**src/pim_cfg.svh**
```systemverilog
// sizing macros for the processing-in-memory convolution macro
// include this wherever a width or a count of the crossbar is needed
// the packages take their type widths from here as well
`ifndef PIM_CFG_SVH
`define PIM_CFG_SVH

// input feature, split evenly over the row tiles
`define PIM_FEAT_W 64
`define PIM_TILE_ROWS 32 // rows in one crossbar tile
`define PIM_NUM_TILES 2 // feature width divided by tile rows

// weight columns stored in every tile, one is picked per compute
`define PIM_NUM_COLS 8
`define PIM_COL_AW 3 // log2 of the column count

// the ADC saturates at 31, so a full 32-row match reads as 31
`define PIM_ADC_W 5

// two clamped tile results summed, 62 at most
`define PIM_OUT_W 6

`endif

```
**src/pim_data_pkg.sv**
```systemverilog
// datapath types of the convolution macro
// features, stored weight columns, per-tile ADC codes and the final result
// widths come from the sizing macros, so include the config first
`include "pim_cfg.svh"

package pim_data_pkg;

	// whole binary feature as it arrives with a compute command
	typedef logic [`PIM_FEAT_W-1:0] feature_t;

	// one binary weight column of a tile, also the feature slice of a tile
	typedef logic [`PIM_TILE_ROWS-1:0] weight_word_t;

	typedef logic [`PIM_ADC_W-1:0] adc_t; // clamped popcount of one tile

	// sum over the tiles, wide enough that it never wraps
	typedef logic [`PIM_OUT_W-1:0] psum_t;

	// result handed back to the testbench, col tags which column was used
	typedef struct packed {
		logic valid;
		logic [`PIM_COL_AW-1:0] col;
		psum_t value;
	} pim_result_t;

endpackage

```
**src/pim_ctrl_pkg.sv**
```systemverilog
// command types of the convolution macro
// the operation encoding and the command struct driven by the testbench
`include "pim_cfg.svh"

package pim_ctrl_pkg;

	// nop is all zeros so an idle bus decodes to nothing
	typedef enum logic [1:0] {
		OP_NOP = 2'd0,
		OP_WRITE = 2'd1, // payload low word goes into one column of one tile
		OP_COMPUTE = 2'd2 // payload is the full feature for every tile
	} pim_op_e;

	// one command, taken in any cycle where cmd_valid is high
	typedef struct packed {
		pim_op_e op;
		logic tile; // tile picked by a write, ignored by a compute
		logic [`PIM_COL_AW-1:0] col;
		pim_data_pkg::feature_t payload;
	} pim_cmd_t;

endpackage

```
**src/pim_crossbar_tile.sv**
```systemverilog
// one binary crossbar tile of the convolution macro
// stores the weight columns, and on a compute strobe counts the rows where
// both feature and the addressed column are one, then clamps like an ADC
// the clamped code is registered, so it shows one cycle after the strobe
`timescale 1ns/10ps
`include "pim_cfg.svh"

module pim_crossbar_tile (
	input logic clk,
	input logic arst_n,
	input logic we,
	input logic [`PIM_COL_AW-1:0] col,
	input pim_data_pkg::weight_word_t wdata,
	input logic compute,
	input pim_data_pkg::weight_word_t feature_slice,
	output pim_data_pkg::adc_t adc_out
);
	import pim_data_pkg::*;

	localparam int CNT_W = $clog2(`PIM_TILE_ROWS + 1); // popcount reaches the row count
	localparam int ADC_MAX = (1 << `PIM_ADC_W) - 1;

	weight_word_t weights [`PIM_NUM_COLS]; // one word per column of cells
	weight_word_t and_bits; // cells that conduct for this feature
	logic [CNT_W-1:0] ones;
	adc_t adc_next;

	// weight array starts out all zero so a fresh compute reads 0
	always_ff @(posedge clk or negedge arst_n) begin
		if (!arst_n) begin
			for (int c = 0; c < `PIM_NUM_COLS; c++)
				weights[c] <= '0;
		end else if (we) begin
			weights[col] <= wdata;
		end
	end

	assign and_bits = feature_slice & weights[col];

	// summing the column current is a plain count of the conducting cells
	always_comb begin
		ones = '0;
		for (int r = 0; r < `PIM_TILE_ROWS; r++)
			ones = ones + CNT_W'(and_bits[r]);
	end

	// the ADC cannot express a full match, it saturates one below
	assign adc_next = (ones > CNT_W'(ADC_MAX)) ? adc_t'(ADC_MAX) : adc_t'(ones);

	always_ff @(posedge clk) begin
		if (compute)
			adc_out <= adc_next; // holds between computes
	end

	// the control side never writes and reads a tile in the same cycle
	a_no_we_and_compute: assert property (@(posedge clk) disable iff (!arst_n)
		!(we && compute));

	// any access must land on a stored column
	a_col_range: assert property (@(posedge clk) disable iff (!arst_n)
		(we || compute) |-> (col < `PIM_NUM_COLS));

endmodule

```
**src/pim_ctrl.sv**
```systemverilog
// command decoder and result tracker of the convolution macro
// turns command strobes into registered tile writes and compute launches
// and carries valid and column alongside the tile pipeline to the adder
`timescale 1ns/10ps
`include "pim_cfg.svh"

module pim_ctrl (
	input logic clk,
	input logic arst_n,
	input logic cmd_valid,
	input pim_ctrl_pkg::pim_cmd_t cmd,
	output logic [`PIM_NUM_TILES-1:0] tile_we,
	output logic [`PIM_COL_AW-1:0] tile_col,
	output pim_data_pkg::weight_word_t tile_wdata,
	output logic compute,
	output pim_data_pkg::feature_t feature,
	output logic sum_valid,
	output logic [`PIM_COL_AW-1:0] sum_col
);
	import pim_ctrl_pkg::*;
	import pim_data_pkg::*;

	logic wr_hit; // accepted write in this cycle
	logic cmp_hit; // accepted compute in this cycle
	logic [1:0] valid_sr; // entry 0 is the compute strobe, entry 1 lines up with the ADC
	logic [`PIM_COL_AW-1:0] col_dly; // column of the compute now inside the tiles

	assign wr_hit = cmd_valid && (cmd.op == OP_WRITE);
	assign cmp_hit = cmd_valid && (cmd.op == OP_COMPUTE);

	// control half of the registered command stage
	always_ff @(posedge clk or negedge arst_n) begin
		if (!arst_n) begin
			tile_we <= '0;
			valid_sr <= '0;
		end else begin
			tile_we <= '0; // write strobes are single-cycle
			if (wr_hit)
				tile_we[cmd.tile] <= 1'b1;
			valid_sr <= {valid_sr[0], cmp_hit};
		end
	end

	// payload half, loaded only when a command is taken
	always_ff @(posedge clk) begin
		if (cmd_valid) begin
			tile_col <= cmd.col;
			tile_wdata <= weight_word_t'(cmd.payload[`PIM_TILE_ROWS-1:0]);
			feature <= cmd.payload;
		end
		col_dly <= tile_col; // follows the column one stage behind, like the ADC
	end

	assign compute = valid_sr[0];
	assign sum_valid = valid_sr[1];
	assign sum_col = col_dly;

	// a garbage op on the bus would silently turn into a nop here
	a_op_legal: assert property (@(posedge clk) disable iff (!arst_n)
		cmd_valid |-> cmd.op inside {OP_NOP, OP_WRITE, OP_COMPUTE});

endmodule

```
**src/pim_macro_top.sv**
```systemverilog
// top level of the processing-in-memory convolution macro
// takes command strobes, hands the feature halves to two row tiles and
// returns the summed result three register stages after a compute
`timescale 1ns/10ps
`include "pim_cfg.svh"

module pim_macro_top (
	input logic clk,
	input logic arst_n,
	input logic cmd_valid,
	input pim_ctrl_pkg::pim_cmd_t cmd,
	output pim_data_pkg::pim_result_t result
);
	import pim_data_pkg::*;

	logic [`PIM_NUM_TILES-1:0] tile_we;
	logic [`PIM_COL_AW-1:0] tile_col;
	weight_word_t tile_wdata;
	logic compute;
	feature_t feature;
	logic sum_valid;
	logic [`PIM_COL_AW-1:0] sum_col;
	adc_t adc0; // code of the low feature half
	adc_t adc1; // code of the high feature half

	pim_ctrl u_ctrl (
		.clk(clk), .arst_n(arst_n),
		.cmd_valid(cmd_valid), .cmd(cmd),
		.tile_we(tile_we), .tile_col(tile_col), .tile_wdata(tile_wdata),
		.compute(compute), .feature(feature),
		.sum_valid(sum_valid), .sum_col(sum_col)
	);

	// tile 0 sees rows 31:0 of the feature
	pim_crossbar_tile tile0 (
		.clk(clk), .arst_n(arst_n),
		.we(tile_we[0]), .col(tile_col), .wdata(tile_wdata),
		.compute(compute), .feature_slice(feature[`PIM_TILE_ROWS-1:0]),
		.adc_out(adc0)
	);

	// tile 1 sees rows 63:32
	pim_crossbar_tile tile1 (
		.clk(clk), .arst_n(arst_n),
		.we(tile_we[1]), .col(tile_col), .wdata(tile_wdata),
		.compute(compute), .feature_slice(feature[`PIM_FEAT_W-1:`PIM_TILE_ROWS]),
		.adc_out(adc1)
	);

	pim_psum_adder u_adder (
		.clk(clk), .arst_n(arst_n),
		.in_valid(sum_valid), .in_col(sum_col),
		.adc_a(adc0), .adc_b(adc1),
		.result(result)
	);

endmodule

```
**src/pim_psum_adder.sv**
```systemverilog
// partial-sum stage of the convolution macro
// adds the ADC codes of the two row tiles and registers the sum together
// with its valid and the column it was computed for
`timescale 1ns/10ps
`include "pim_cfg.svh"

module pim_psum_adder (
	input logic clk,
	input logic arst_n,
	input logic in_valid,
	input logic [`PIM_COL_AW-1:0] in_col,
	input pim_data_pkg::adc_t adc_a,
	input pim_data_pkg::adc_t adc_b,
	output pim_data_pkg::pim_result_t result
);
	import pim_data_pkg::*;

	psum_t sum; // zero extended before adding, so 31 + 31 fits
	logic valid_q;
	logic [`PIM_COL_AW-1:0] col_q;
	psum_t value_q;

	assign sum = psum_t'(adc_a) + psum_t'(adc_b);

	always_ff @(posedge clk or negedge arst_n) begin
		if (!arst_n)
			valid_q <= 1'b0;
		else
			valid_q <= in_valid; // one pulse per compute
	end

	// value and tag stay put while nothing is in flight
	always_ff @(posedge clk) begin
		if (in_valid) begin
			col_q <= in_col;
			value_q <= sum;
		end
	end

	assign result = '{valid: valid_q, col: col_q, value: value_q};

endmodule

```
**config.mk**
```make
export PLATFORM = sky130hd
export DESIGN_NAME = pim_macro_top
export DESIGN_NICKNAME = d
export VERILOG_FILES = /design/src/pim_data_pkg.sv /design/src/pim_ctrl_pkg.sv /design/src/pim_crossbar_tile.sv /design/src/pim_ctrl.sv /design/src/pim_macro_top.sv /design/src/pim_psum_adder.sv
export VERILOG_INCLUDE_DIRS = /design/src
export SDC_FILE = /design/constraint.sdc
export NUM_CORES = 1
export LEC_CHECK = 0
export BUFFER_PORTS_ARGS = -buffer_cell sky130_fd_sc_hd__buf_2
export CAP_MARGIN = 10
export CORE_MARGIN = 10
export CORE_UTILIZATION = 40
export CTS_BUF_LIST = sky130_fd_sc_hd__clkbuf_16
export DETAILED_ROUTE_END_ITERATION = 7
export GPL_ROUTABILITY_DRIVEN = 1
export RECOVER_POWER = 25
export SETUP_SLACK_MARGIN = 0.02
export SKIP_LAST_GASP = 1
export SLEW_MARGIN = 0
export SYNTH_ARGS = -nofsm -noshare
export SYNTH_HDL_FRONTEND = slang
export SYNTH_SLANG_ARGS = --single-unit
```
**constraint.sdc**
```tcl
create_clock -name clk -period 6.8 [get_ports clk]
set_clock_uncertainty 0.05 [all_clocks]
set_input_delay 0.34 -clock clk [delete_from_list [all_inputs] [get_ports clk]]
set_output_delay 0.34 -clock clk [all_outputs]
set_load 0.05 [all_outputs]
```
==> report_table.html <==
<table>
<tr><th>Metric</th><th>Value</th></tr>
<tr><th colspan="2">Run status</th></tr>
<tr><td>Status</td><td>finished with violations</td></tr>
<tr><td>Violations in the final reports</td><td>max-capacitance violations, max-slew violations</td></tr>
<tr><th colspan="2">Routing</th></tr>
<tr><td>Initial DRT Pass Iterations</td><td>6</td></tr>
<tr><td>Vias per cell</td><td>roughly 5.8</td></tr>
<tr><td>Remaining design rule violation count</td><td>0</td></tr>
<tr><td>Total wirelength of the detailed-routed design</td><td>slightly above 80 mm</td></tr>
<tr><td>Post-route antenna net violation count</td><td>0</td></tr>
<tr><td>Number of DRC violations after detailed-routing iteration 0</td><td>roughly 1.5k</td></tr>
<tr><td>Routed len/inst</td><td>26.7 µm</td></tr>
<tr><td>Via count</td><td>~18k</td></tr>
<tr><th colspan="2">Synthesis</th></tr>
<tr><td>Number of synthesized register bits</td><td>606</td></tr>
<tr><td>Number of warning messages in the yosys log</td><td>0</td></tr>
<tr><td>Cells after synthesis</td><td>around 2k</td></tr>
<tr><td>Syn nets</td><td>roughly 2.1k</td></tr>
<tr><td>Number of distinct library cells after synthesis</td><td>52</td></tr>
<tr><td>Synth Flop Type</td><td>dfrtp_1</td></tr>
<tr><td>Summed instance area of the synthesized netlist</td><td>0.0278 mm²</td></tr>
<tr><td>Avg Synthesized Cell Area</td><td>roughly 14 µm²</td></tr>
<tr><td>Fraction of synthesis flops using an asynchronous set or reset pin</td><td>between 80 and 90%</td></tr>
<tr><td>Number of enable flip-flop cells after synthesis</td><td>86</td></tr>
<tr><td>Proportion of synthesized chip area in sequential cells</td><td>56.1%</td></tr>
<tr><th colspan="2">Floorplan</th></tr>
<tr><td>Num rows</td><td>96</td></tr>
<tr><td>IO Pins</td><td>83</td></tr>
<tr><td>Die boundary width</td><td>283 µm</td></tr>
<tr><td>Die span in y</td><td>between 200 and 300 µm</td></tr>
<tr><td>Initial Util</td><td>40.4%</td></tr>
<tr><td>Core area</td><td>0.0687 mm²</td></tr>
<tr><td>Area of the die</td><td>0.0804 mm²</td></tr>
<tr><th colspan="2">Placement</th></tr>
<tr><td>Count of buffers inserted at the top-level ports</td><td>82</td></tr>
<tr><td>Placer congestion estimate</td><td>between 0.8 and 0.9</td></tr>
<tr><td>Placed wire-length estimate</td><td>approximately 50 mm</td></tr>
<tr><th colspan="2">Timing</th></tr>
<tr><td>Final Hold Vio Count</td><td>0</td></tr>
<tr><td>Total of endpoints with negative setup slack in the final report</td><td>0</td></tr>
<tr><td>Relative max-transition margin</td><td>-257%</td></tr>
<tr><td>Maximum clock frequency</td><td>150 MHz</td></tr>
<tr><td>Setup repair after global routing missed its margin</td><td>yes</td></tr>
<tr><td>Setup TNS after final layout</td><td>0 ns</td></tr>
<tr><td>Hold slack final</td><td>between 0.3 and 0.4 ns</td></tr>
<tr><td>Slew at the pin closest to its max-slew limit</td><td>approximately 5.4 ns</td></tr>
<tr><td>Final worst path period share</td><td>a little over nine tenths</td></tr>
<tr><td>Fin crit period</td><td>6.66 ns</td></tr>
<tr><td>Final Max Tran Viols</td><td>roughly 180</td></tr>
<tr><th colspan="2">Clocking</th></tr>
<tr><td>Number of H-tree levels</td><td>3</td></tr>
<tr><td>Clock tree root driver cell</td><td>clkbuf_16</td></tr>
<tr><td>CTS tree</td><td>yes</td></tr>
<tr><td>Number of buffers on the longest clock path</td><td>3</td></tr>
<tr><td>Reg clk slew, reported paths</td><td>0.06 ns</td></tr>
<tr><td>Clock latency at the later pin of the worst-skew pair</td><td>0.60 ns</td></tr>
<tr><td>Clock Sink Count</td><td>between 600 and 700</td></tr>
<tr><td>Clock buffer count from CTS</td><td>68</td></tr>
<tr><th colspan="2">Power and ir drop</th></tr>
<tr><td>Switching power total</td><td>between 3000 and 4000 µW</td></tr>
<tr><td>P_int</td><td>7810 µW</td></tr>
<tr><td>Power share of the sequential group</td><td>42.6%</td></tr>
<tr><td>Maximum ir drop on the vdd rail</td><td>about 0.17 mV</td></tr>
<tr><td>Leakage component of the power</td><td>0.0150 µW</td></tr>
<tr><td>Logic gate share of total power</td><td>23.9%</td></tr>
<tr><td>Clock Power Share</td><td>33.5%</td></tr>
<tr><td>Pwr/cell area</td><td>roughly 340 mW/mm²</td></tr>
<tr><td>Share of total power consumed by net switching</td><td>just under 30%</td></tr>
<tr><th colspan="2">Worst setup path</th></tr>
<tr><td>Beginning of the worst register-to-register path</td><td>u_ctrl.tile_col[1]</td></tr>
<tr><td>Type of element launching the critical path</td><td>register</td></tr>
<tr><td>Crit-path most repeated cell</td><td>fa_1</td></tr>
<tr><td>Delay contributed by the slowest stage of the critical path</td><td>0.58 ns</td></tr>
<tr><td>Endpoint of the worst register-to-register path</td><td>tile0.adc_out[1]</td></tr>
<tr><td>Register-to-register setup slack</td><td>0.14 ns</td></tr>
<tr><td>Critical path, cell by cell</td><td>buf_4, buf_8, and2_2, buf_4, a221oi_1, nor2_1, o2bb2ai_1, ha_1, inv_1, fa_1, fa_1, fa_1, fa_1, fa_1, inv_1, fa_1, fa_1, a21o_1, a21oi_1, a2bb2oi_1, nand2_1</td></tr>
<tr><td>Critical path peak fanout</td><td>11</td></tr>
<tr><td>Arrival @ worst endpoint</td><td>approximately 6.9 ns</td></tr>
<tr><td>Slowest CP cell</td><td>fa_1</td></tr>
<tr><td>Depth of the most critical reg-to-reg path</td><td>21</td></tr>
<tr><td>CP Data Required Time</td><td>around 7.1 ns</td></tr>
<tr><td>Type of element capturing the critical path</td><td>register</td></tr>
<tr><td>Critical Setup Path Class</td><td>register to register</td></tr>
<tr><th colspan="2">GRT</th></tr>
<tr><td>GRT Overall Usage</td><td>20.2%</td></tr>
<tr><td>Maximum number of pins on one net before global-route repair</td><td>~150</td></tr>
<tr><td>Number of antenna violations at the first check in global routing</td><td>2</td></tr>
<tr><td>First-pass GRT wire length</td><td>roughly 120 mm</td></tr>
<tr><td>Total grt overflow</td><td>0</td></tr>
<tr><td>Number of global-route vias before repair</td><td>roughly 19k</td></tr>
<tr><th colspan="2">Worst hold path</th></tr>
<tr><td>Hold Path Depth</td><td>0</td></tr>
<tr><td>Worst Hold Path EP</td><td>u_adder.col_q[0]</td></tr>
<tr><td>Min-Delay Startpoint</td><td>u_ctrl.sum_col[0]</td></tr>
<tr><td>Min-delay worst type</td><td>register to register</td></tr>
<tr><th colspan="2">Flow run</th></tr>
<tr><td>Max-cap violations</td><td>2</td></tr>
<tr><th colspan="2">Final layout</th></tr>
<tr><td>Final net count</td><td>~2.3k</td></tr>
<tr><td>Layout area overhead</td><td>17.5%</td></tr>
<tr><td>Share of cells above drive strength 1</td><td>about a third</td></tr>
</table>
-- layout by cell type, fill, tap and decap left out, types with 28 or more instances in the layout --
master | synthesis | final
mux2_1 | 110 | 110
a222oi_1 | 34 | 34
edfxtp_1 | 86 | 86
fa_1 | 49 | 48
buf_4 | 7 | 72
buf_2 | 83 | 63
a22oi_1 | 29 | 28
dlygate4sd3_1 | 0 | 73
clkbuf_16 | 0 | 75
dfrtp_1 | 517 | 517
mux2_2 | 446 | 446
a221oi_1 | 111 | 109
a21bo_2 | 32 | 32
nand2_1 | 41 | 41
o22ai_1 | 32 | 32
inv_1 | 56 | 74
a21oi_1 | 50 | 50
-- worst max-delay path: cells and delay by family, from the launching register on --
kind / cells / cell delay (ns)
AND/OR/NAND/NOR: 3 / 0.48
adder cells (fa/ha/maj): 8 / 3.57
buffers and inverters: 5 / 0.68
flip-flops: 1 / 0.44
AO/OA/AOI/OAI: 5 / 1.14
-- power by group through the flow --
stage | clock network, µW | registers (µW) | logic (µW)
finish | 3680 | 4690 | 2640
global route | 3910 | 4750 | 2940
CTS | 3750 | 4680 | 2590
detailed placement | 0 | 4740 | 2540
global placement | 0 | 4710 | 2440
floorplan | 0 | 4610 | 1760
-- sequential cells by signal, summed over array words and instances (netlist names) --
name	count
u_ctrl.tile_we	2
u_ctrl.sum_col	3
u_adder.col_q	3
tile0.weights	256
tile1.adc_out	5
u_ctrl.valid_sr	2
tile0.adc_out	5
u_adder.valid_q	1
u_ctrl.feature	64
u_adder.value_q	6
u_ctrl.tile_col	3
tile1.weights	256
-- cell families (layout without fill, tap and decap cells) --
logic type	after synthesis	in the layout	synth area share [%]
multiplexers	563	563	22.8
XOR/XNOR	3	3	0.0946
AO/OA/AOI/OAI	367	367	10.2
AND/OR/NAND/NOR	142	142	2.64
buffers and inverters	230	430	3.69
adder cells (fa/ha/maj)	70	70	4.48
flip-flops	606	606	56.1
other	0	2	0
-- synth_stat cells (34+ instances only) --
master	instances	area, µm²
dfrtp_1	517	12900
buf_2	83	415
mux2_2	446	5020
clkbuf_1	68	255
fa_1	49	981
a21oi_1	50	250
inv_1	56	210
a221oi_1	111	972
mux2_1	110	1240
a222oi_1	34	340
edfxtp_1	86	2580
nand2_1	41	154
-- through the flow --
| stage | util (%) | total power [µW] | area, µm² | setup WS, ns | cells |
|---|---|---|---|---|---|
| 5_1_grt | 47.5 | 11600 | 32600 | -0.0255 | 3114 |
| 4_1_cts | 47.2 | 11000 | 32400 | 0.107 | 3099 |
| 3_3_place_gp | 42.9 | 7150 | 29500 | 0.253 | 2905 |
| 6_report | 47.5 | 11000 | 32600 | 0.144 | 3114 |
| 3_5_place_dp | 42.9 | 7280 | 29500 | 0.124 | 2905 |
| 2_1_floorplan | - | 6380 | 27800 | 0.556 | 1981 |
-- layout make-up --
class                   instances  area, µm²
fillers                      6016      36100
flip-flops and latches        606      15600
multi-input cells            1145      11300
repair buffers                252       2120
clock buffers                  72       1800
well taps                     931       1160
clock inverters                49        410
inverters                      57        214
diodes                          2       5.00
-- routing by layer --
layer	track usage [%]	routed length, µm
met5	0	0
met4	9.68	3690
met3	3.59	5440
met2	31.2	38000
met1	27.2	36000
-- worst max-delay path by stage --
stage	startpoint	endpoint	slack (ns)	cells past startpoint
after CTS	u_ctrl.tile_col[1]	tile1.adc_out[4]	0.11	20
after global routing	u_ctrl.tile_col[1]	tile0.adc_out[1]	-0.03	21
after floorplan	u_ctrl.tile_col[2]	tile1.adc_out[2]	0.56	21
after global placement	u_ctrl.tile_col[1]	tile1.adc_out[2]	0.25	18
final	u_ctrl.tile_col[1]	tile0.adc_out[1]	0.14	21
after detailed placement	u_ctrl.tile_col[1]	tile1.adc_out[4]	0.12	20
-- repair_timing --
action                     CTS  global route
buffers inserted             0            10
resized for setup            0            17
hold buffers                73             0
setup endpoints to repair    0             9
hold endpoints to repair   171             0
(Power assumes the default switching activity.)
